<file path="src/design/nmr_seq_pkg.sv">
// sequence timing widths and phase encoding, imported by the pulse programmer top and sequencer
`default_nettype none

package nmr_seq_pkg;

	// ======================================================================
	// widths
	// ======================================================================

	localparam int PULSE_DELAY_WIDTH = 32;	// pulse and delay lengths in clock cycles
	localparam int COUNT_WIDTH       = 16;	// samples per echo, echoes per scan

	// ======================================================================
	// types
	// ======================================================================

	// length of one phase, in pulseprog_clk cycles
	typedef logic [PULSE_DELAY_WIDTH-1:0] seq_time_t;

	// sample or echo count
	typedef logic [COUNT_WIDTH-1:0] seq_count_t;

	// sequencer phases, in the order a CPMG scan walks them
	typedef enum logic [2:0] {
		ST_IDLE       = 3'd0,	// waiting for start
		ST_PULSE_90   = 3'd1,	// excitation pulse
		ST_DELAY_90   = 3'd2,	// wait before the first refocusing pulse
		ST_PULSE_180  = 3'd3,	// refocusing pulse, once per echo
		ST_DELAY_ECHO = 3'd4,	// dead time before the window
		ST_ACQUIRE    = 3'd5	// receiver open, adc window
	} seq_state_t;

endpackage

`default_nettype wire

</file>
<file path="src/design/nmr_data_pkg.sv">
// adc sample, i/q and buffer entry types, imported by every block of the receive data path
`default_nettype none

package nmr_data_pkg;

	// ======================================================================
	// adc side
	// ======================================================================

	localparam int ADC_PHYS_WIDTH = 14;	// magnitude bits, over-range bit not counted

	// raw adc bus, over-range flag on the msb
	typedef logic [ADC_PHYS_WIDTH:0] adc_word_t;

	// one signed i or q value, one bit wider than the magnitude
	typedef logic signed [ADC_PHYS_WIDTH:0] iq_val_t;

	// ======================================================================
	// buffer and output side
	// ======================================================================

	// buffer entry
	typedef struct packed {
		logic    first;	// first capture of a scan
		iq_val_t i;
		iq_val_t q;
	} iq_entry_t;

	// output word, i in the upper half
	typedef struct packed {
		logic signed [15:0] i;
		logic signed [15:0] q;
	} iq_out_t;

	localparam int DEC_WIDTH = 16;	// decimation factor width

endpackage

`default_nettype wire

</file>
<file path="src/design/cpmg_sequencer.sv">
// cpmg phase sequencer, times the pulses, delays and acquisition windows of one scan per start
`timescale 1ns/100ps
`default_nettype none

module cpmg_sequencer (
	input  wire                     pulseprog_clk,
	input  wire                     arst_n,
	input  wire                     start,
	input  wire                     phase_cycle,		// first rf level of the 90 pulse
	input  wire nmr_seq_pkg::seq_time_t  pulse_90,
	input  wire nmr_seq_pkg::seq_time_t  pulse_180,
	input  wire nmr_seq_pkg::seq_time_t  delay_nosig,
	input  wire nmr_seq_pkg::seq_count_t samples_per_echo,
	input  wire nmr_seq_pkg::seq_count_t echoes_per_scan,
	input  wire                     tx_en,
	input  wire                     tx_sd_mask,
	output logic                    busy,
	output logic                    scan_start,
	output logic                    acq_window,
	output logic                    rf_out_p,
	output logic                    rf_out_n,
	output logic                    tx_out
);
	import nmr_seq_pkg::*;

	seq_state_t state;
	seq_time_t  timer;		// cycles left in this phase, minus one
	seq_count_t echo_left;	// echoes still to run after the current one
	seq_time_t  pulse_180_r;
	seq_time_t  delay_r;
	seq_count_t samples_r;
	logic       rf_phase;	// rf_out_p level while in a pulse
	logic       in_pulse;
	logic       phase_end;	// last cycle of the current phase
	logic       accept;		// start taken this cycle

	// a zero length runs as a single cycle
	function automatic seq_time_t last_tick(input seq_time_t len);
		return (len == '0) ? '0 : len - seq_time_t'(1);
	endfunction

	assign accept    = (state == ST_IDLE) & start;
	assign phase_end = (timer == '0);
	assign in_pulse  = (state == ST_PULSE_90) | (state == ST_PULSE_180);

	// ======================================================================
	// parameter capture
	// ======================================================================

	// held for the whole scan, host may change inputs while busy
	always_ff @(posedge pulseprog_clk)
	begin
		if (accept)
		begin
			pulse_180_r <= pulse_180;
			delay_r     <= delay_nosig;
			samples_r   <= samples_per_echo;
		end
	end

	// ======================================================================
	// phase fsm
	// ======================================================================

	always_ff @(posedge pulseprog_clk or negedge arst_n)
	begin
		if (!arst_n)
		begin
			state      <= ST_IDLE;
			timer      <= '0;
			echo_left  <= '0;
			rf_phase   <= 1'b0;
			scan_start <= 1'b0;
		end
		else
		begin
			scan_start <= accept;	// one cycle, lines up with first busy cycle
			if (!phase_end)
			begin
				timer <= timer - seq_time_t'(1);
				if (in_pulse)
					rf_phase <= ~rf_phase;	// carrier toggle every cycle
			end
			case (state)
				ST_IDLE:
				begin
					if (start)
					begin
						state     <= ST_PULSE_90;
						timer     <= last_tick(pulse_90);
						rf_phase  <= phase_cycle;	// 90 or 270 degree excitation
						echo_left <= (echoes_per_scan == '0) ? '0 :
							echoes_per_scan - seq_count_t'(1);
					end
				end
				ST_PULSE_90:
				begin
					if (phase_end)
					begin
						state <= ST_DELAY_90;
						timer <= last_tick(delay_r);
					end
				end
				ST_DELAY_90:
				begin
					if (phase_end)
					begin
						state    <= ST_PULSE_180;
						timer    <= last_tick(pulse_180_r);
						rf_phase <= 1'b1;	// 180 pulses always open high
					end
				end
				ST_PULSE_180:
				begin
					if (phase_end)
					begin
						state <= ST_DELAY_ECHO;
						timer <= last_tick(delay_r);
					end
				end
				ST_DELAY_ECHO:
				begin
					if (phase_end)
					begin
						state <= ST_ACQUIRE;
						timer <= last_tick(seq_time_t'(samples_r));
					end
				end
				ST_ACQUIRE:
				begin
					if (phase_end)
					begin
						if (echo_left == '0)
							state <= ST_IDLE;	// scan done, busy drops next cycle
						else
						begin
							echo_left <= echo_left - seq_count_t'(1);
							state     <= ST_PULSE_180;
							timer     <= last_tick(pulse_180_r);
							rf_phase  <= 1'b1;
						end
					end
				end
				default:
					state <= ST_IDLE;
			endcase
		end
	end

	// ======================================================================
	// outputs
	// ======================================================================

	assign busy       = (state != ST_IDLE);
	assign acq_window = (state == ST_ACQUIRE);	// doubles as receiver enable
	assign rf_out_p   = in_pulse & rf_phase;	// differential gate, quiet between pulses
	assign rf_out_n   = in_pulse & ~rf_phase;
	// shutdown outside pulses, unless masked off
	assign tx_out     = tx_en & ~(tx_sd_mask & ~in_pulse);

endmodule

`default_nettype wire

</file>
<file path="src/design/echo_downconverter.sv">
// adc capture aligned to the window latency, dc removal and fs/4 mixing into buffer entries
`timescale 1ns/100ps
`default_nettype none

module echo_downconverter #(
	parameter int ADC_LATENCY = 5		// window cycle to adc sample, cycles
) (
	input  wire                          pulseprog_clk,
	input  wire                          arst_n,
	input  wire                          acq_window,
	input  wire                          scan_start,
	input  wire nmr_data_pkg::adc_word_t adc_data,
	input  wire nmr_data_pkg::iq_val_t   adc_dc_val,
	output logic                         wr_en,
	output nmr_data_pkg::iq_entry_t      wr_entry,
	output logic                         adc_overrange
);
	import nmr_data_pkg::*;

	logic [ADC_LATENCY-1:0] win_sr;		// window flags in flight
	logic [ADC_LATENCY-1:0] first_sr;	// marks the first window cycle of a scan
	logic                   first_pend;	// scan started, first window not seen yet
	logic [1:0]             mix_ph;		// quarter-rate phase of the next capture
	logic [1:0]             cur_ph;
	logic                   capture;
	iq_val_t                s_val;		// dc-free sample
	iq_val_t                s_neg;

	assign capture = win_sr[ADC_LATENCY-1];
	assign cur_ph  = first_sr[ADC_LATENCY-1] ? 2'd0 : mix_ph;	// k restarts per scan
	assign s_val   = iq_val_t'({1'b0, adc_data[ADC_PHYS_WIDTH-1:0]}) - adc_dc_val;
	assign s_neg   = -s_val;

	always_ff @(posedge pulseprog_clk or negedge arst_n)
	begin
		if (!arst_n)
		begin
			win_sr        <= '0;
			first_sr      <= '0;
			first_pend    <= 1'b0;
			mix_ph        <= 2'd0;
			wr_en         <= 1'b0;
			adc_overrange <= 1'b0;
		end
		else
		begin
			// trailing captures of the last scan can still be in the pipe here
			win_sr[0]   <= acq_window;
			first_sr[0] <= acq_window & first_pend;
			for (int j = 1; j < ADC_LATENCY; j++)
			begin
				win_sr[j]   <= win_sr[j-1];
				first_sr[j] <= first_sr[j-1];
			end
			first_pend <= scan_start | (first_pend & ~acq_window);
			wr_en      <= capture;	// written one cycle after capture
			if (capture)
				mix_ph <= cur_ph + 2'd1;
			if (capture & adc_data[ADC_PHYS_WIDTH])
				adc_overrange <= 1'b1;	// sticky for the scan
			else if (scan_start)
				adc_overrange <= 1'b0;
		end
	end

	// ======================================================================
	// mixer, cos/sin at fs/4 reduce to 1, 0, -1, 0
	// ======================================================================

	always_ff @(posedge pulseprog_clk)
	begin
		if (capture)
		begin
			wr_entry.first <= first_sr[ADC_LATENCY-1];
			case (cur_ph)
				2'd0:
				begin
					wr_entry.i <= s_val;
					wr_entry.q <= '0;
				end
				2'd1:
				begin
					wr_entry.i <= '0;
					wr_entry.q <= s_val;
				end
				2'd2:
				begin
					wr_entry.i <= s_neg;
					wr_entry.q <= '0;
				end
				default:
				begin
					wr_entry.i <= '0;
					wr_entry.q <= s_neg;
				end
			endcase
		end
	end

endmodule

`default_nettype wire

</file>
<file path="src/design/iq_sample_fifo.sv">
// circular buffer between the downconverter and the decimator, drops on full with sticky flag
`timescale 1ns/100ps
`default_nettype none

module iq_sample_fifo #(
	parameter int FIFO_DEPTH = 16
) (
	input  wire                          pulseprog_clk,
	input  wire                          arst_n,
	input  wire                          wr_en,
	input  wire nmr_data_pkg::iq_entry_t wr_entry,
	input  wire                          rd_en,
	output nmr_data_pkg::iq_entry_t      rd_entry,
	output logic                         rd_valid,
	output logic                         fifo_overflow
);
	import nmr_data_pkg::*;

	localparam int PTR_W = (FIFO_DEPTH > 1) ? $clog2(FIFO_DEPTH) : 1;
	localparam int CNT_W = $clog2(FIFO_DEPTH + 1);

	iq_entry_t        mem [FIFO_DEPTH];
	logic [PTR_W-1:0] wr_ptr;
	logic [PTR_W-1:0] rd_ptr;
	logic [CNT_W-1:0] fill;		// entries held
	logic             full;
	logic             push;
	logic             pop;

	// wraps at any depth, not only powers of two
	function automatic logic [PTR_W-1:0] ptr_inc(input logic [PTR_W-1:0] p);
		return (p == PTR_W'(FIFO_DEPTH - 1)) ? '0 : p + PTR_W'(1);
	endfunction

	assign full     = (fill == CNT_W'(FIFO_DEPTH));
	assign push     = wr_en & ~full;	// writer has no back-pressure
	assign pop      = rd_en & rd_valid;
	assign rd_valid = (fill != '0);	// one cycle after the write
	assign rd_entry = mem[rd_ptr];	// show-ahead read

	always_ff @(posedge pulseprog_clk or negedge arst_n)
	begin
		if (!arst_n)
		begin
			wr_ptr        <= '0;
			rd_ptr        <= '0;
			fill          <= '0;
			fifo_overflow <= 1'b0;
		end
		else
		begin
			if (push)
				wr_ptr <= ptr_inc(wr_ptr);
			if (pop)
				rd_ptr <= ptr_inc(rd_ptr);
			if (push & ~pop)
				fill <= fill + CNT_W'(1);
			else if (pop & ~push)
				fill <= fill - CNT_W'(1);
			if (wr_en & full)
				fifo_overflow <= 1'b1;	// lost sample, held until reset
		end
	end

	always_ff @(posedge pulseprog_clk)
	begin
		if (push)
			mem[wr_ptr] <= wr_entry;
	end

endmodule

`default_nettype wire

</file>
<file path="src/design/iq_decimator.sv">
// keeps every n-th buffer entry and presents it as a held i/q word on the valid/ready output
`timescale 1ns/100ps
`default_nettype none

module iq_decimator (
	input  wire                                pulseprog_clk,
	input  wire                                arst_n,
	input  wire nmr_data_pkg::iq_entry_t       rd_entry,
	input  wire                                rd_valid,
	input  wire [nmr_data_pkg::DEC_WIDTH-1:0]  dec_fact,
	input  wire                                iq_ready,
	output logic                               rd_en,
	output logic                               iq_valid,
	output nmr_data_pkg::iq_out_t              iq_data
);
	import nmr_data_pkg::*;

	logic [DEC_WIDTH-1:0] dec_eff;	// zero behaves as one
	logic [DEC_WIDTH-1:0] cnt;		// index of the next entry within its group
	logic [DEC_WIDTH-1:0] idx;
	logic [DEC_WIDTH-1:0] idx_inc;
	logic                 keep;
	logic                 take;		// kept entry popped this cycle

	assign dec_eff = (dec_fact == '0) ? DEC_WIDTH'(1) : dec_fact;
	assign idx     = rd_entry.first ? '0 : cnt;	// count restarts on each scan
	assign idx_inc = idx + DEC_WIDTH'(1);
	assign keep    = (idx == '0);

	// discards drain freely, a kept entry waits for room in the output register
	assign rd_en = rd_valid & (~keep | ~iq_valid | iq_ready);
	assign take  = rd_en & keep;

	always_ff @(posedge pulseprog_clk or negedge arst_n)
	begin
		if (!arst_n)
		begin
			cnt      <= '0;
			iq_valid <= 1'b0;
		end
		else
		begin
			if (rd_en)
				cnt <= (idx_inc >= dec_eff) ? '0 : idx_inc;	// >= covers a factor lowered mid-run
			if (take)
				iq_valid <= 1'b1;
			else if (iq_ready)
				iq_valid <= 1'b0;	// word transferred
		end
	end

	// output word, stable while stalled
	always_ff @(posedge pulseprog_clk)
	begin
		if (take)
		begin
			iq_data.i <= 16'(iq_val_t'(rd_entry.i));	// signed cast, sign-extends
			iq_data.q <= 16'(iq_val_t'(rd_entry.q));
		end
	end

endmodule

`default_nettype wire

</file>
<file path="src/design/nmr_pulse_programmer.sv">
// pulse programmer top, wires the sequencer, downconverter, sample buffer and decimator together
`timescale 1ns/100ps
`default_nettype none

module nmr_pulse_programmer #(
	parameter int ADC_LATENCY = 5,		// see adc datasheet pipeline delay
	parameter int FIFO_DEPTH  = 16
) (
	input  wire                               pulseprog_clk,
	input  wire                               arst_n,
	// sequence control and parameters
	input  wire                               start,
	input  wire                               phase_cycle,
	input  wire nmr_seq_pkg::seq_time_t       pulse_90,
	input  wire nmr_seq_pkg::seq_time_t       pulse_180,
	input  wire nmr_seq_pkg::seq_time_t       delay_nosig,
	input  wire nmr_seq_pkg::seq_count_t      samples_per_echo,
	input  wire nmr_seq_pkg::seq_count_t      echoes_per_scan,
	input  wire                               tx_en,
	input  wire                               tx_sd_mask,
	output wire                               busy,
	// rf front end
	output wire                               rf_out_p,
	output wire                               rf_out_n,
	output wire                               tx_out,
	output wire                               rx_en,
	// adc and receive path
	input  wire nmr_data_pkg::adc_word_t      adc_data,
	input  wire nmr_data_pkg::iq_val_t        adc_dc_val,
	input  wire [nmr_data_pkg::DEC_WIDTH-1:0] dec_fact,
	output wire                               adc_overrange,
	output wire                               fifo_overflow,
	// i/q stream out
	output wire                               iq_valid,
	input  wire                               iq_ready,
	output wire nmr_data_pkg::iq_out_t        iq_data
);
	import nmr_data_pkg::*;

	logic      scan_start;	// first busy cycle
	logic      wr_en;
	iq_entry_t wr_entry;
	iq_entry_t rd_entry;
	logic      rd_valid;
	logic      rd_en;

	// ======================================================================
	// producer side
	// ======================================================================

	cpmg_sequencer u_seq (
		.pulseprog_clk    (pulseprog_clk),
		.arst_n           (arst_n),
		.start            (start),
		.phase_cycle      (phase_cycle),
		.pulse_90         (pulse_90),
		.pulse_180        (pulse_180),
		.delay_nosig      (delay_nosig),
		.samples_per_echo (samples_per_echo),
		.echoes_per_scan  (echoes_per_scan),
		.tx_en            (tx_en),
		.tx_sd_mask       (tx_sd_mask),
		.busy             (busy),
		.scan_start       (scan_start),
		.acq_window       (rx_en),		// window drives the receiver enable
		.rf_out_p         (rf_out_p),
		.rf_out_n         (rf_out_n),
		.tx_out           (tx_out)
	);

	echo_downconverter #(
		.ADC_LATENCY (ADC_LATENCY)
	) u_dconv (
		.pulseprog_clk (pulseprog_clk),
		.arst_n        (arst_n),
		.acq_window    (rx_en),
		.scan_start    (scan_start),
		.adc_data      (adc_data),
		.adc_dc_val    (adc_dc_val),
		.wr_en         (wr_en),
		.wr_entry      (wr_entry),
		.adc_overrange (adc_overrange)
	);

	// ======================================================================
	// buffer and consumer side
	// ======================================================================

	iq_sample_fifo #(
		.FIFO_DEPTH (FIFO_DEPTH)
	) u_fifo (
		.pulseprog_clk (pulseprog_clk),
		.arst_n        (arst_n),
		.wr_en         (wr_en),
		.wr_entry      (wr_entry),
		.rd_en         (rd_en),
		.rd_entry      (rd_entry),
		.rd_valid      (rd_valid),
		.fifo_overflow (fifo_overflow)
	);

	iq_decimator u_dec (
		.pulseprog_clk (pulseprog_clk),
		.arst_n        (arst_n),
		.rd_entry      (rd_entry),
		.rd_valid      (rd_valid),
		.dec_fact      (dec_fact),		// live, not latched per scan
		.iq_ready      (iq_ready),
		.rd_en         (rd_en),
		.iq_valid      (iq_valid),
		.iq_data       (iq_data)
	);

endmodule

`default_nettype wire

</file>
<file path="config.mk">
export PLATFORM = sky130hd
export DESIGN_NAME = nmr_pulse_programmer
export DESIGN_NICKNAME = d
export VERILOG_FILES = /design/src/design/nmr_seq_pkg.sv /design/src/design/nmr_data_pkg.sv /design/src/design/cpmg_sequencer.sv /design/src/design/echo_downconverter.sv /design/src/design/iq_sample_fifo.sv /design/src/design/iq_decimator.sv /design/src/design/nmr_pulse_programmer.sv
export SDC_FILE = /design/constraint.sdc
export NUM_CORES = 1
export LEC_CHECK = 0
export BUFFER_PORTS_ARGS = -buffer_cell sky130_fd_sc_hd__buf_2
export CAP_MARGIN = 20
export CORE_ASPECT_RATIO = 1.25
export CORE_MARGIN = 1
export CORE_UTILIZATION = 35
export CTS_CLUSTER_DIAMETER = 120
export CTS_CLUSTER_SIZE = 12
export DETAILED_ROUTE_END_ITERATION = 10
export REMOVE_ABC_BUFFERS = 1
export SLEW_MARGIN = 5
export SYNTH_ARGS = -nofsm -noshare
export SYNTH_HDL_FRONTEND = slang
export SYNTH_SLANG_ARGS = --single-unit
</file>
<file path="constraint.sdc">
create_clock -name pulseprog_clk -period 6.4 [get_ports pulseprog_clk]
set_input_delay 0.64 -clock pulseprog_clk [delete_from_list [all_inputs] [get_ports pulseprog_clk]]
set_output_delay 0.64 -clock pulseprog_clk [all_outputs]
set_load 0.05 [all_outputs]
</file>
# Yosys cells after proc, flatten, opt, wreduce, memory -nomap -nowiden

Memories as Yosys holds them, arrays and structs flattened.
Index checks and enable logic that the tools add are counted.

Memories: 1
RAM bits: 496
Logic and storage cells: 154
Output and inout port bits: 40
Bits in latches: 0
Memory bits (read-only): 0
Register bits after elaboration: 240
Bits of input ports: 181

Memories:

| memory     | depth | bits a word | read ports | clocked after Yosys merged registers in | write ports | line                 | text |
|---|---|---|---|---|---|---|---|
| u_fifo.mem | 16    | 31          | 1          | 0                                       | 1           | iq_sample_fifo.sv:22 | `iq_entry_t mem [FIFO_DEPTH];` |

Bitwise logic cells: 28
$lt $le $gt $ge: 1
Multipliers: 0
Div/mod/pow operators: 0
Eq/ne operators: 17
Muxes and demuxes: 47
Reductions and logical operators: 20
Shifts and indexed selects: 0
Add/subtract/negate cells: 15

Operators with widths:

| cell                    | number |
|---|---|
| $mux W32                | 11 |
| $pmux W32 S5            | 1 |
| $logic_not A32 Y1       | 4 |
| $sub A32 B1 Y32 const B | 4 |
| $mux W16                | 7 |
| $pmux W30 S3            | 1 |
| $logic_not A16 Y1       | 5 |
| $pmux W16 S2            | 1 |
| $sub A16 B1 Y16 const B | 2 |
| $mux W3                 | 6 |
| $pmux W3 S6             | 1 |
| $sub A16 B1 Y17 const B | 1 |
| $add A16 B1 Y16 const B | 1 |
| $ge A16 B16 Y1          | 1 |
| $and A1 B1 Y1           | 15 |
| $neg A15 Y15            | 1 |
| $sub A15 B15 Y15        | 1 |
| $mux W1                 | 12 |
| $mux W5                 | 2 |
| $not A1 Y1              | 9 |
| $add A4 B1 Y4 const B   | 2 |
| $eq A4 B4 Y1 const B    | 2 |
| $mux W4                 | 2 |
| $ne A2 B1 Y1 const B    | 4 |
| other kinds (21)        | 32 |

# Longest topological paths before layout

Gate-level depths: netlist of run 1.
An unclocked memory read counts as a cell.

Depth in word-level cells: 11
Gate-level depth with buffers: 24

# By module

From an unflattened synthesis of run 1, not the netlist that was laid out.

Cells, all modules: 2335
Area, all modules: 33796.2 um2

By module, submodules not included:

| module             | area each (um2) | seq. area each (um2) | cells an instance | instances |
|---|---|---|---|---|
| iq_sample_fifo     | 19411.1         | 15244.6              | 865               | 1 |
| cpmg_sequencer     | 8805.9          | 3728.6               | 938               | 1 |
| echo_downconverter | 3021.6          | 1306.3               | 298               | 1 |
| iq_decimator       | 2557.5          | 1326.3               | 234               | 1 |

# Worst setup path after synthesis of run 1

OpenSTA, ideal clock, no wires.

Path type: register to register
Start point: reg u_fifo.rd_ptr[0]
End point: reg u_dec.iq_data[0] (netlist name)
Path slack: 1.705 ns
Data required time: 5.983 ns
Arrival: 4.278 ns
Library setup time: 0.417 ns
Clock period less this slack: 4.695 ns
Cell stages (with the launch flop): 15
Path through: dfrtp_1 -> buf_2 -> mux4_2 -> mux2i_1 -> mux2i_1 -> clkbuf_1 -> nor2_1 -> inv_1 -> ha_1 -> nor4b_1 -> a32oi_1 -> o22ai_1 -> clkbuf_1 -> clkbuf_1 -> nor2_1

Longest elaborated chain between the ends: 8

RTL lines:

| what                      | line                 | text |
|---|---|---|
| start: declaration        | iq_sample_fifo.sv:24 | `logic [PTR_W-1:0] rd_ptr;` |
| start signal: assignment  | iq_sample_fifo.sv:55 | `rd_ptr <= ptr_inc(rd_ptr);` |
| $mem_v2 Z16 W31 (*)       | n/a                  |  |
| $mux W16 (*)              | iq_decimator.sv:26   | `assign idx = rd_entry.first ? '0 : cnt;` |
| $logic_not A16 Y1 (*)     | iq_decimator.sv:28   | `assign keep = (idx == '0);` |
| $not A1 Y1                | iq_decimator.sv:31   | `assign rd_en = rd_valid & (~keep \| ~iq_valid \| iq_ready);` |
| $or A1 B1 Y1 (2 in a row) | iq_decimator.sv:31   |  |
| $and A1 B1 Y1             | iq_decimator.sv:31   |  |
| $and A1 B1 Y1 (*)         | iq_decimator.sv:32   | `assign take = rd_en & keep;` |
| named net u_dec.take      | iq_decimator.sv:23   | `logic take;` |

The timed path passes the listed nets; every way through them passes the cells marked *.
A chain may end at the register's enable or synchronous reset.

# Worst setup path after layout of run 1

Start point: reg u_fifo.rd_ptr[2]
End point: reg u_dec.cnt[5]

Longest elaborated chain between the ends: 7
Elaborated cells on any way between the ends: 10
Classes of those cells: add/sub: 1; order compare: 1; mux: 2; bitwise: 4; reduce/logical: 1; memory: 1

RTL lines:

| what                                                                    | line               | text |
|---|---|---|
| $mem_v2 Z16 W31 (*)                                                     | n/a                |  |
| $mux W16 (*)                                                            | iq_decimator.sv:26 |  |
| parallel branches: the longest is 5 deep, another holds $add A16 B1 Y16 | n/a                |  |
| end signal: assignment                                                  | iq_decimator.sv:44 | `cnt <= (idx_inc >= dec_eff) ? '0 : idx_inc;` |
| end: declaration                                                        | iq_decimator.sv:19 | `logic [DEC_WIDTH-1:0] cnt;` |

Every way passes the cells marked *.

==> impl_metrics.py, run 1 <==
metrics = {
    "yosys": {
        "async_reset_ff_share_pct": 13.5,
        "synth-edff-count": 637,
        "synthMostInstantiatedCell": "edfxtp_1",
        "synth-seq-cells": 736,
        "yosysWarnings": 0,
        "synth.avg_cell_area_um2": 15.1,
        "synthCells": 2203,
        "synth_largest_area_cell": "edfxtp_1",
        "synth_ff_type": "edfxtp_1",
        "yosysTopAreaCellShare_pct": 57.5,
        "syn_area_um2": 33300,
        "yosysUniqueCellTypes": 86,
        "yosysSeqAreaShare_pct": 64.9,
        "yosys-top-cells-count": "637 x edfxtp_1, 164 x nor2_1, 154 x mux4_2, 118 x nand2_1, 102 x xnor2_1",
        "synthTopCellsByArea": "edfxtp_1 57%, mux4_2 10%, dfrtp_1 7.4%, xnor2_1 2.7%, ha_1 2.1%",
    },
    "sta": {
        "period_minus_slack_ns": 4.77,
        "fmax_mhz": 210,
        "fin_hold_ws_ns": 0.0458,
        "fin_ws_ns": 1.63,
        "fin_worst_skew_ns": 0.0215,
        "setup_viol": 0,
        "fin_crit_sh_pct": 74.5,
        "worst_slew_pin_slew_ns": 1.10,
        "rsz0062_at_grt": "no",
        "setup_tns_ns": 0,
        "drv_slew": 0,
        "timing.slew.headroom_pct": 26.9,
        "report.final.hold_viol_count": 0,
    },
    "final_layout": {
        "drive_above_1_share_pct": 22.7,
        "diodes": 0,
        "instances_no_fill": 3697,
        "fin_nets": 2678,
        "syn2layout_area_growth_pct": 14.1,
        "post-route-util_pct": 40.3,
        "fillers": 8591,
        "final_area_um2": 38000,
    },
    "flow_run": {
        "drv_cap": 0,
    },
    "worst_setup_path": {
        "critPathTopFamily": "simple AND/OR/NAND/NOR gates",
        "critPathKind": "flop to flop",
        "crit_slowest_cell": "dfrtp_2",
        "start_kind": "flop",
        "critPathBufInv": 0,
        "cp_cell_sequence": "mux4_2 -> mux2i_1 -> mux2i_2 -> nor2_1 -> ha_1 -> nand3_1 -> or3_1 -> nor2_1 -> xnor2_1 -> nor2_1 -> ha_1 -> nand4_1 -> nor4_1 -> a21o_1 -> nor3_1 -> a221o_1",
        "critPathMostFrequentCell": "nor2_1",
        "critPathCaptureType": "flop",
        "critPathMaxFanout": 17,
        "cp.required_ns": 6.90,
        "arrival_ns": 5.27,
        "cpPeakStageDelay_ns": 0.67,
    },
    "clock_tree": {
        "tritoncts": "done",
        "clkTransAtPathRegs_ns": 0.07,
        "postCtsHoldBufs": 0,
        "clk_latency_ns": 0.62,
        "h-tree-depth": 3,
        "cts_buffers": 71,
        "cts_resized": 0,
        "clockBufferDepth": 3,
        "cts_sinks": 736,
        "clockRootBuffer": "clkbuf_16",
        "postCtsSetupRepairBufs": 0,
    },
    "pwr": {
        "ir_drop_mv": 0.170,
        "p_leak_nw": 12.1,
        "power.total_mw": 10.0,
        "p_per_area_nw_per_um2": 264,
    },
    "floorplan": {
        "die_w_um": 278,
        "dieArea_um2": 96300,
        "ios": 221,
        "initial_core_util_pct": 35.3,
        "die_h_um": 347,
        "num_rows": 126,
        "core_area_um2": 94300,
    },
    "global_routing": {
        "track_usage_pct": 16.7,
        "grt_pass1_wl_mm": 123,
        "grt_pass1_vias": 20331,
        "antenna_found_initial": 1,
        "grt_overflow_total": 0,
        "grt_max_degree": 82,
    },
    "routing": {
        "wire_per_inst_um": 21.9,
        "post_drt_via_cell_ratio": 5.37,
        "drtIter0Drc": 1489,
        "finalWirelength_mm": 80.8,
        "drt-pass1-iter-count": 7,
        "postRouteAntennaNets": 0,
        "num_vias": 19836,
        "route.detailed.drc": 0,
    },
    "placed_design": {
        "dp_hpwl_mm": 50.0,
        "port_buffers": 220,
        "place.gp.congestion": 0.938,
        "dp.cells": 3580,
        "pre_cts_ws_ns": 1.62,
        "dpl_cell_area_um2": 35900,
    },
    "run_status": {
        "status": "finished clean",
    },
    "hold_path": {
        "min_path_type": "input port to async pin",
    },
}
-- layout make-up --
| type | count | area, um2 | area share [%] |
|---|---|---|---|
| multi-input combinational | 1291 | 11100 | 29.3 |
| tap | 1216 | 1520 | 4.01 |
| sequential | 736 | 21600 | 56.9 |
| timing repair buffer | 260 | 1400 | 3.68 |
| clock buffer | 108 | 1940 | 5.10 |
| inverter | 78 | 294 | 0.774 |
| clock inverter | 8 | 98.8 | 0.260 |
-- power by group --
part	total [mW]	switching, mW	internal (mW)	leakage (nW)
registers	5.38	0.103	5.28	6.43
logic	0.803	0.527	0.275	4.66
clock network	3.86	1.76	2.10	0.975
total	10.0	2.39	7.65	12.1
-- routing by layer --
layer / up-vias / share of wire, % / track usage (%)
met1: 10059 / 42 / 21.1
met3: 127 / 4.7 / 2.54
li1: 9069 / - / -
met4: 2 / 2.4 / 4.92
met2: 579 / 51 / 29.3
met5: - / 0.011 / 0
-- cell usage in the layout (no fill, tap or decap), types with 13 or more instances in the layout --
| cell type | count |
|---|---|
| a22oi_1 | 28 |
| nor4_1 | 38 |
| nand2b_1 | 18 |
| nand2_1 | 118 |
| o22ai_1 | 17 |
| or3_1 | 24 |
| clkbuf_1 | 36 |
| or4_1 | 19 |
| nor2_1 | 151 |
| dfrtp_1 | 94 |
| o41ai_1 | 13 |
| a21oi_1 | 50 |
| buf_2 | 220 |
| nand4_1 | 14 |
| inv_1 | 77 |
| ha_1 | 57 |
| xnor2_1 | 102 |
| clkbuf_16 | 72 |
| nor3_1 | 60 |
| mux4_2 | 154 |
| xor2_1 | 70 |
| edfxtp_1 | 637 |
| nand3_1 | 38 |
| nor2_4 | 13 |
| buf_4 | 39 |
| o21ai_0 | 74 |
| a21o_1 | 21 |
| o221ai_1 | 14 |
-- state kept, by name, indices dropped and copies added, names as in the netlist, 2 cells and up --
register	count
u_dconv.win_sr	5
u_fifo.mem	496
u_fifo.rd_ptr	4
u_seq.samples_r	16
u_seq.echo_left	16
u_dconv.first_sr	5
u_dconv.mix_ph	2
u_fifo.wr_ptr	4
u_dec.cnt	16
u_fifo.fill	5
u_seq.delay_r	32
u_seq.pulse_180_r	32
u_dec.iq_data	30
u_seq.timer	32
u_dconv.wr_entry	31
u_seq.state	3
-- worst reg2reg max path, stage by stage, from the launching register on --
cell	delay, ns
dfrtp_2	0.67
mux4_2	0.37
mux2i_1	0.20
mux2i_2	0.15
nor2_1	0.27
ha_1	0.31
nand3_1	0.16
or3_1	0.44
nor2_1	0.16
xnor2_1	0.15
nor2_1	0.07
ha_1	0.30
nand4_1	0.11
nor4_1	0.28
a21o_1	0.56
nor3_1	0.13
a221o_1	0.34
-- cell families (layout without fill, tap and decap cells) --
| group | after synthesis | after routing | synth area share [%] |
|---|---|---|---|
| flops | 736 | 736 | 64.9 |
| simple gates | 571 | 571 | 8.79 |
| compound gates | 324 | 324 | 6.63 |
| buf+inv | 176 | 454 | 2.09 |
| xor+xnor | 173 | 173 | 4.57 |
| mux | 164 | 164 | 10.7 |
| fa+ha+maj | 59 | 59 | 2.26 |
-- final timing paths --
kind | slack [ns] | endpoint | cells past startpoint | from
worst max register to register | 1.63 | u_dec.cnt[5] | 16 | u_fifo.rd_ptr[2]
worst max-delay path | 1.63 | u_dec.cnt[5] | 16 | u_fifo.rd_ptr[2]
worst min-delay path | 0.05 | u_seq.timer[22] | 1 | arst_n
max in group asynchronous | 5.05 | u_dconv.win_sr[4] | 2 | arst_n
worst min register to register | 0.35 | u_dconv.win_sr[3] | 0 | u_dconv.win_sr[2]
min in group pulseprog_clk | 0.19 | u_seq.delay_r[31] | 1 | delay_nosig[31]
Note: power is estimated with default switching activity, not from simulation.
==> inputs of run 2 (changes only) <==
==> constraint.sdc (replaced) <==
create_clock -name pulseprog_clk -period 3.95 [get_ports pulseprog_clk]
set_input_delay 0.395 -clock pulseprog_clk [delete_from_list [all_inputs] [get_ports pulseprog_clk]]
set_output_delay 0.395 -clock pulseprog_clk [all_outputs]
set_load 0.05 [all_outputs]
==> run 2 against run 1 <==
  * Wire length up 3.5%
  * Power up 64%
  * Utilization rose by 1.7 points
  * Worst setup slack got worse by 1.6 ns
  * Global-route usage up 0.63 points
  * Via count is 2.9% higher
  * Worst hold slack improved by 0.0012 ns
  * Cell count rose by 3.4%
  * Largest power group unchanged
  * Highest routed layer unchanged
==> impl_metrics.py, run 2 (synthesis gave the netlist of run 1 again) <==
metrics = {
    "sta": {
        "worst_slew_pin_slew_ns": 1.09,
        "timing.slew.headroom_pct": 27.4,
        "period_minus_slack_ns": 3.93,
        "fin_crit_sh_pct": 99.4,
        "report.final.hold_viol_count": 0,
        "setup_viol": 0,
        "fin_worst_skew_ns": 0.0430,
        "drv_slew": 0,
        "fmax_mhz": 255,
        "fin_ws_ns": 0.0232,
        "rsz0062_at_grt": "yes",
    },
    "hold_path": {
        "holdPathStages": 2,
        "min_to": "u_seq.timer[0]",
        "min_path_type": "input port to flop",
        "worstHoldStart": "pulse_90[0]",
    },
    "routing": {
        "postRouteAntennaNets": 0,
        "wire_per_inst_um": 21.9,
        "finalWirelength_mm": 83.6,
        "num_vias": 20403,
        "route.detailed.drc": 0,
        "post_drt_via_cell_ratio": 5.34,
        "drt-pass1-iter-count": 5,
        "drtIter0Drc": 1459,
    },
    "final_layout": {
        "fin_nets": 2798,
        "instances_no_fill": 3821,
        "fillers": 8417,
        "final_cell_mix": "637 x edfxtp_1, 219 x buf_2, 154 x mux4_2",
        "drive_above_1_share_pct": 24.5,
        "largest_reg_flops": 496,
        "max_flop_register": "u_fifo.mem",
        "final_area_um2": 39600,
        "syn2layout_area_growth_pct": 18.8,
        "diodes": 0,
        "mostFrequentLayoutCell": "edfxtp_1",
    },
    "placed_design": {
        "dp.cells": 3612,
        "dpl_cell_area_um2": 36300,
        "pre_cts_ws_ns": -0.221,
        "place.gp.congestion": 0.916,
        "port_buffers": 220,
        "dp_hpwl_mm": 52.5,
    },
    "floorplan": {
        "die_w_um": 278,
        "num_rows": 126,
        "ios": 221,
        "core_area_um2": 94300,
        "die_h_um": 347,
        "initial_core_util_pct": 35.3,
        "dieArea_um2": 96300,
    },
    "worst_setup_path": {
        "r2r_setup_slack_ns": 0.02,
        "cp.required_ns": 4.47,
        "critPathMaxFanout": 6,
        "reg2reg_to": "u_dec.cnt[5]",
        "critPathCaptureType": "flop",
        "r2r_cells": 17,
        "r2r_start": "u_fifo.rd_ptr[0]",
        "critPathKind": "flop to flop",
        "start_kind": "flop",
        "arrival_ns": 4.45,
    },
    "clock_tree": {
        "clk_latency_ns": 0.64,
        "cts_buffers": 71,
        "tritoncts": "done",
        "cts_sinks": 736,
        "h-tree-depth": 3,
        "clockBufferDepth": 3,
        "clockRootBuffer": "clkbuf_16",
        "clkTransAtPathRegs_ns": 0.07,
    },
    "global_routing": {
        "grt_overflow_total": 0,
        "grt_pass1_wl_mm": 127,
        "grt_pass1_vias": 21161,
        "grt_max_degree": 117,
        "antenna_found_initial": 3,
        "track_usage_pct": 17.3,
    },
    "run_status": {
        "status": "finished clean",
    },
    "pwr": {
        "ir_drop_mv": 0.313,
        "p_per_area_nw_per_um2": 417,
        "p_leak_nw": 12.8,
    },
    "flow_run": {
        "drv_cap": 0,
    },
}
## run 2: cell count changes in the layout (fill, tap and decap cells not counted), moves of 9 or more
cell / change
dlygate4sd3_1: +82
o41ai_2: +10
buf_12: +9
o41ai_1: -11
buf_4: +28
## run 2: how the worst max path moves through the flow
stage	slack, ns	endpoint	from
global placement	-0.20	u_dec.cnt[4]	u_fifo.rd_ptr[0]
floorplan	-6.90	u_fifo.fill[4]	u_fifo.rd_ptr[0]
detailed placement	-0.22	u_dec.cnt[15]	u_fifo.rd_ptr[0]
CTS	-0.11	u_dec.cnt[6]	u_fifo.rd_ptr[0]
finish	0.02	u_dec.cnt[5]	u_fifo.rd_ptr[0]
global route	-0.17	u_dec.cnt[5]	u_fifo.rd_ptr[0]
## run 2: layout make-up
class	count	area, um2	area share (%)
Inverter	78	294	0.743
Timing Repair Buffer	380	2640	6.67
Sequential cell	736	21600	54.7
Clock buffer	112	1940	4.91
Tap cell	1216	1520	3.85
Clock inverter	8	188	0.475
Multi-Input combinational cell	1291	11400	28.7
## run 2: power by group
group / internal [mW] / switching (mW)
Combinational: 0.510 / 0.871
Clock: 3.43 / 2.95
Sequential: 8.56 / 0.168
Total: 12.5 / 3.99
## run 2: through the flow
stage	util, %	hold WS [ns]	total power, mW	TNS, ns
final	42.0	0.0470	16.5	0
after global routing	42.0	0.0416	17.1	-2.04
after CTS	41.8	0.0101	16.7	-0.550
after detailed placement	38.5	0.336	10.2	-2.78
after global placement	38.5	0.332	10.2	-2.73
after floorplan	-	0.0994	9.73	-428.33
## run 2: per-layer routing
layer  vias up  wire length [um]  global-route usage (%)
li1       9304                 -                       -
met1     10362             33200                    21.1
met2       609             44100                    31.4
met3       122              4230                    2.42
met4         6              2020                    5.31
met5         -                31                       0
## run 2: critical path: stages (launching register included)
cell     delay, ns
dfrtp_4       0.47
mux4_2        0.54
mux2i_4       0.18
mux2i_4       0.11
inv_2         0.08
nand2_2       0.06
inv_2         0.08
ha_4          0.13
nand3_2       0.08
or3_4         0.42
or2_2         0.31
a21oi_2       0.15
ha_1          0.15
nand4_1       0.10
nor4_1        0.29
a21o_2        0.27
nor3_2        0.07
a221o_1       0.30
## run 2: what timing repair did
action,4_1_cts,5_1_grt
hold buffers,82,0
hold endpoints to repair,123,0
pin swaps,18,14
gates resized for setup,32,17
endpoints found under the setup margin,16,18
setup buffers,4,2
==> inputs of run 3 (changes only) <==
--- a/config.mk
+++ b/config.mk
@@ -13,6 +13,8 @@
 export CTS_CLUSTER_DIAMETER = 120
 export CTS_CLUSTER_SIZE = 12
 export DETAILED_ROUTE_END_ITERATION = 10
+export PLACE_DENSITY = 0.63
+export RECOVER_POWER = 25
 export REMOVE_ABC_BUFFERS = 1
 export SLEW_MARGIN = 5
 export SYNTH_ARGS = -nofsm -noshare
==> run 3 against run 2 <==
  * The run now ends with negative setup slack left
  * First-iteration DRC count is 9.5% higher
  * Clock skew is 0.016 ns lower
  * Critical endpoint is now u_dec.cnt[10]
  * Critical path type unchanged
  * Die area stayed put
==> impl_metrics.py, run 3 (synthesis gave the netlist of run 1 again) <==
metrics = {
    "worst_setup_path": {
        "r2r_start": "u_fifo.rd_ptr[0]",
        "arrival_ns": 4.58,
        "reg2reg_to": "u_dec.cnt[10]",
        "start_kind": "flop",
        "r2r_setup_slack_ns": -0.09,
        "critPathCaptureType": "flop",
        "cp.required_ns": 4.48,
        "critPathKind": "flop to flop",
        "critPathMaxFanout": 6,
        "r2r_cells": 20,
    },
    "hold_path": {
        "min_to": "u_seq.rf_phase",
        "worstHoldStart": "phase_cycle",
        "holdPathStages": 3,
        "min_path_type": "input port to flop",
    },
    "sta": {
        "report.final.hold_viol_count": 0,
        "fin_worst_skew_ns": 0.0266,
        "rsz0062_at_grt": "yes",
        "worst_slew_pin_slew_ns": 1.07,
        "fmax_mhz": 247,
        "timing.slew.headroom_pct": 28.7,
        "fin_crit_sh_pct": 102,
        "period_minus_slack_ns": 4.04,
        "fin_ws_ns": -0.0936,
        "drv_slew": 0,
        "setup_viol": 14,
    },
    "final_layout": {
        "largest_reg_flops": 496,
        "final_cell_mix": "637 x edfxtp_1, 216 x buf_2, 154 x mux4_2",
        "mostFrequentLayoutCell": "edfxtp_1",
        "diodes": 0,
        "syn2layout_area_growth_pct": 18.7,
        "drive_above_1_share_pct": 24.4,
        "max_flop_register": "u_fifo.mem",
        "post-route-util_pct": 41.9,
        "fin_nets": 2805,
    },
    "global_routing": {
        "grt_pass1_vias": 21317,
        "grt_overflow_total": 0,
        "gr-usage-met3_pct": 2.91,
        "top_usage_layer": "met2",
        "grt_use_met1_pct": 19.8,
        "track_usage_pct": 17.2,
        "met2_usage_pct": 31.7,
        "grt_pass1_wl_mm": 126,
        "antenna_found_initial": 1,
        "grt_max_degree": 70,
    },
    "placed_design": {
        "dp_hpwl_mm": 53.4,
        "port_buffers": 220,
        "place.gp.congestion": 0.977,
        "pre_cts_ws_ns": -0.274,
    },
    "clock_tree": {
        "clkTransAtPathRegs_ns": 0.07,
        "cts_sinks": 736,
        "clockRootBuffer": "clkbuf_16",
        "h-tree-depth": 3,
        "cts_buffers": 71,
        "clockBufferDepth": 3,
        "clk_latency_ns": 0.63,
        "tritoncts": "done",
    },
    "pwr": {
        "p_sw_share_pct": 24.2,
        "p_per_area_nw_per_um2": 419,
        "combPwrFrac_pct": 8.4,
        "ir_drop_mv": 0.327,
        "power.total_mw": 16.6,
        "p_seq_share_pct": 52.6,
        "p_int_mw": 12.6,
        "power_switching_mw": 4.01,
        "clkPwrFrac_pct": 39.0,
        "p_leak_nw": 12.8,
    },
    "run_status": {
        "failed_checks": "negative setup slack",
        "status": "complete, but fails checks",
    },
    "floorplan": {
        "initial_core_util_pct": 35.3,
        "ios": 221,
        "die_h_um": 347,
        "dieArea_um2": 96300,
        "die_w_um": 278,
        "num_rows": 126,
        "core_area_um2": 94300,
    },
    "flow_run": {
        "drv_cap": 0,
    },
    "routing": {
        "drt-pass1-iter-count": 8,
        "route.detailed.drc": 0,
        "postRouteAntennaNets": 0,
        "num_vias": 20504,
        "finalWirelength_mm": 83.0,
        "wire_per_inst_um": 21.7,
        "drtIter0Drc": 1597,
        "post_drt_via_cell_ratio": 5.36,
    },
}
run 3: power groups by stage:
stage	sequential (mW)	combinational (mW)	clock, mW
after floorplan	9.13	0.606	0
after detailed placement	8.88	1.32	0
final	8.72	1.39	6.46
after CTS	8.72	1.39	6.66
after global routing	8.74	1.51	6.94
after global placement	8.87	1.29	0
run 3: critical path, stage by stage, from the launching register on:
cell,delay [ns]
dfrtp_4,0.46
mux4_2,0.50
mux2i_1,0.20
mux2i_2,0.14
inv_1,0.11
nand2_2,0.08
inv_2,0.08
ha_4,0.13
nand3_2,0.08
or3_4,0.46
nor2_4,0.12
xnor2_2,0.13
nor2_1,0.07
ha_2,0.19
a21o_1,0.15
a21o_1,0.18
a21oi_2,0.13
o21ai_1,0.07
a21o_2,0.25
buf_6,0.15
o41ai_2,0.27
run 3: cell type report:
| class | instances | area [um2] |
|---|---|---|
| fillers | 8398 | 54800 |
| multi-input cells | 1291 | 11300 |
| flip-flops and latches | 736 | 21600 |
| inverters | 78 | 294 |
| clock inverters | 8 | 219 |
| well taps | 1216 | 1520 |
| clock buffers | 106 | 1930 |
| repair buffers | 387 | 2640 |
run 3: routing by layer:
metal,routed length (um),part of all wire [%]
met1,31600,38
met2,44100,53
met3,4670,5.6
met4,2570,3.1
met5,17,0.020
run 3: how the worst max path moves through the flow:
stage                                start  slack (ns)              to
after floorplan           u_fifo.rd_ptr[0]       -6.90  u_fifo.fill[4]
after global placement    u_fifo.rd_ptr[0]       -0.17   u_dec.cnt[13]
after detailed placement  u_fifo.rd_ptr[0]       -0.27   u_dec.cnt[13]
after CTS                 u_fifo.rd_ptr[0]       -0.06   u_dec.cnt[10]
after global routing      u_fifo.rd_ptr[0]       -0.24    u_dec.cnt[9]
final                     u_fifo.rd_ptr[0]       -0.09   u_dec.cnt[10]
run 3: timing repair:
action | CTS | global route
hold buffers | 82 | 0
pin swaps | 4 | 15
resized for setup | 26 | 13
setup buffers | 1 | 3
endpoints found under the setup margin | 16 | 18
gates cloned | 0 | 1
endpoints found under the hold margin | 136 | 0
run 3: per-stage QoR:
step           hold slack, ns  cell area (um2)  setup TNS [ns]  std cells
6_report               0.0662            39500          -0.567       3822
5_1_grt                0.0291            39500           -3.16       3822
4_1_cts              0.000941            39400          -0.199       3817
3_5_place_dp            0.335            36300           -2.57       3620
3_3_place_gp            0.335            36300           -2.20       3620
2_1_floorplan          0.0994            32900         -428.33       2105
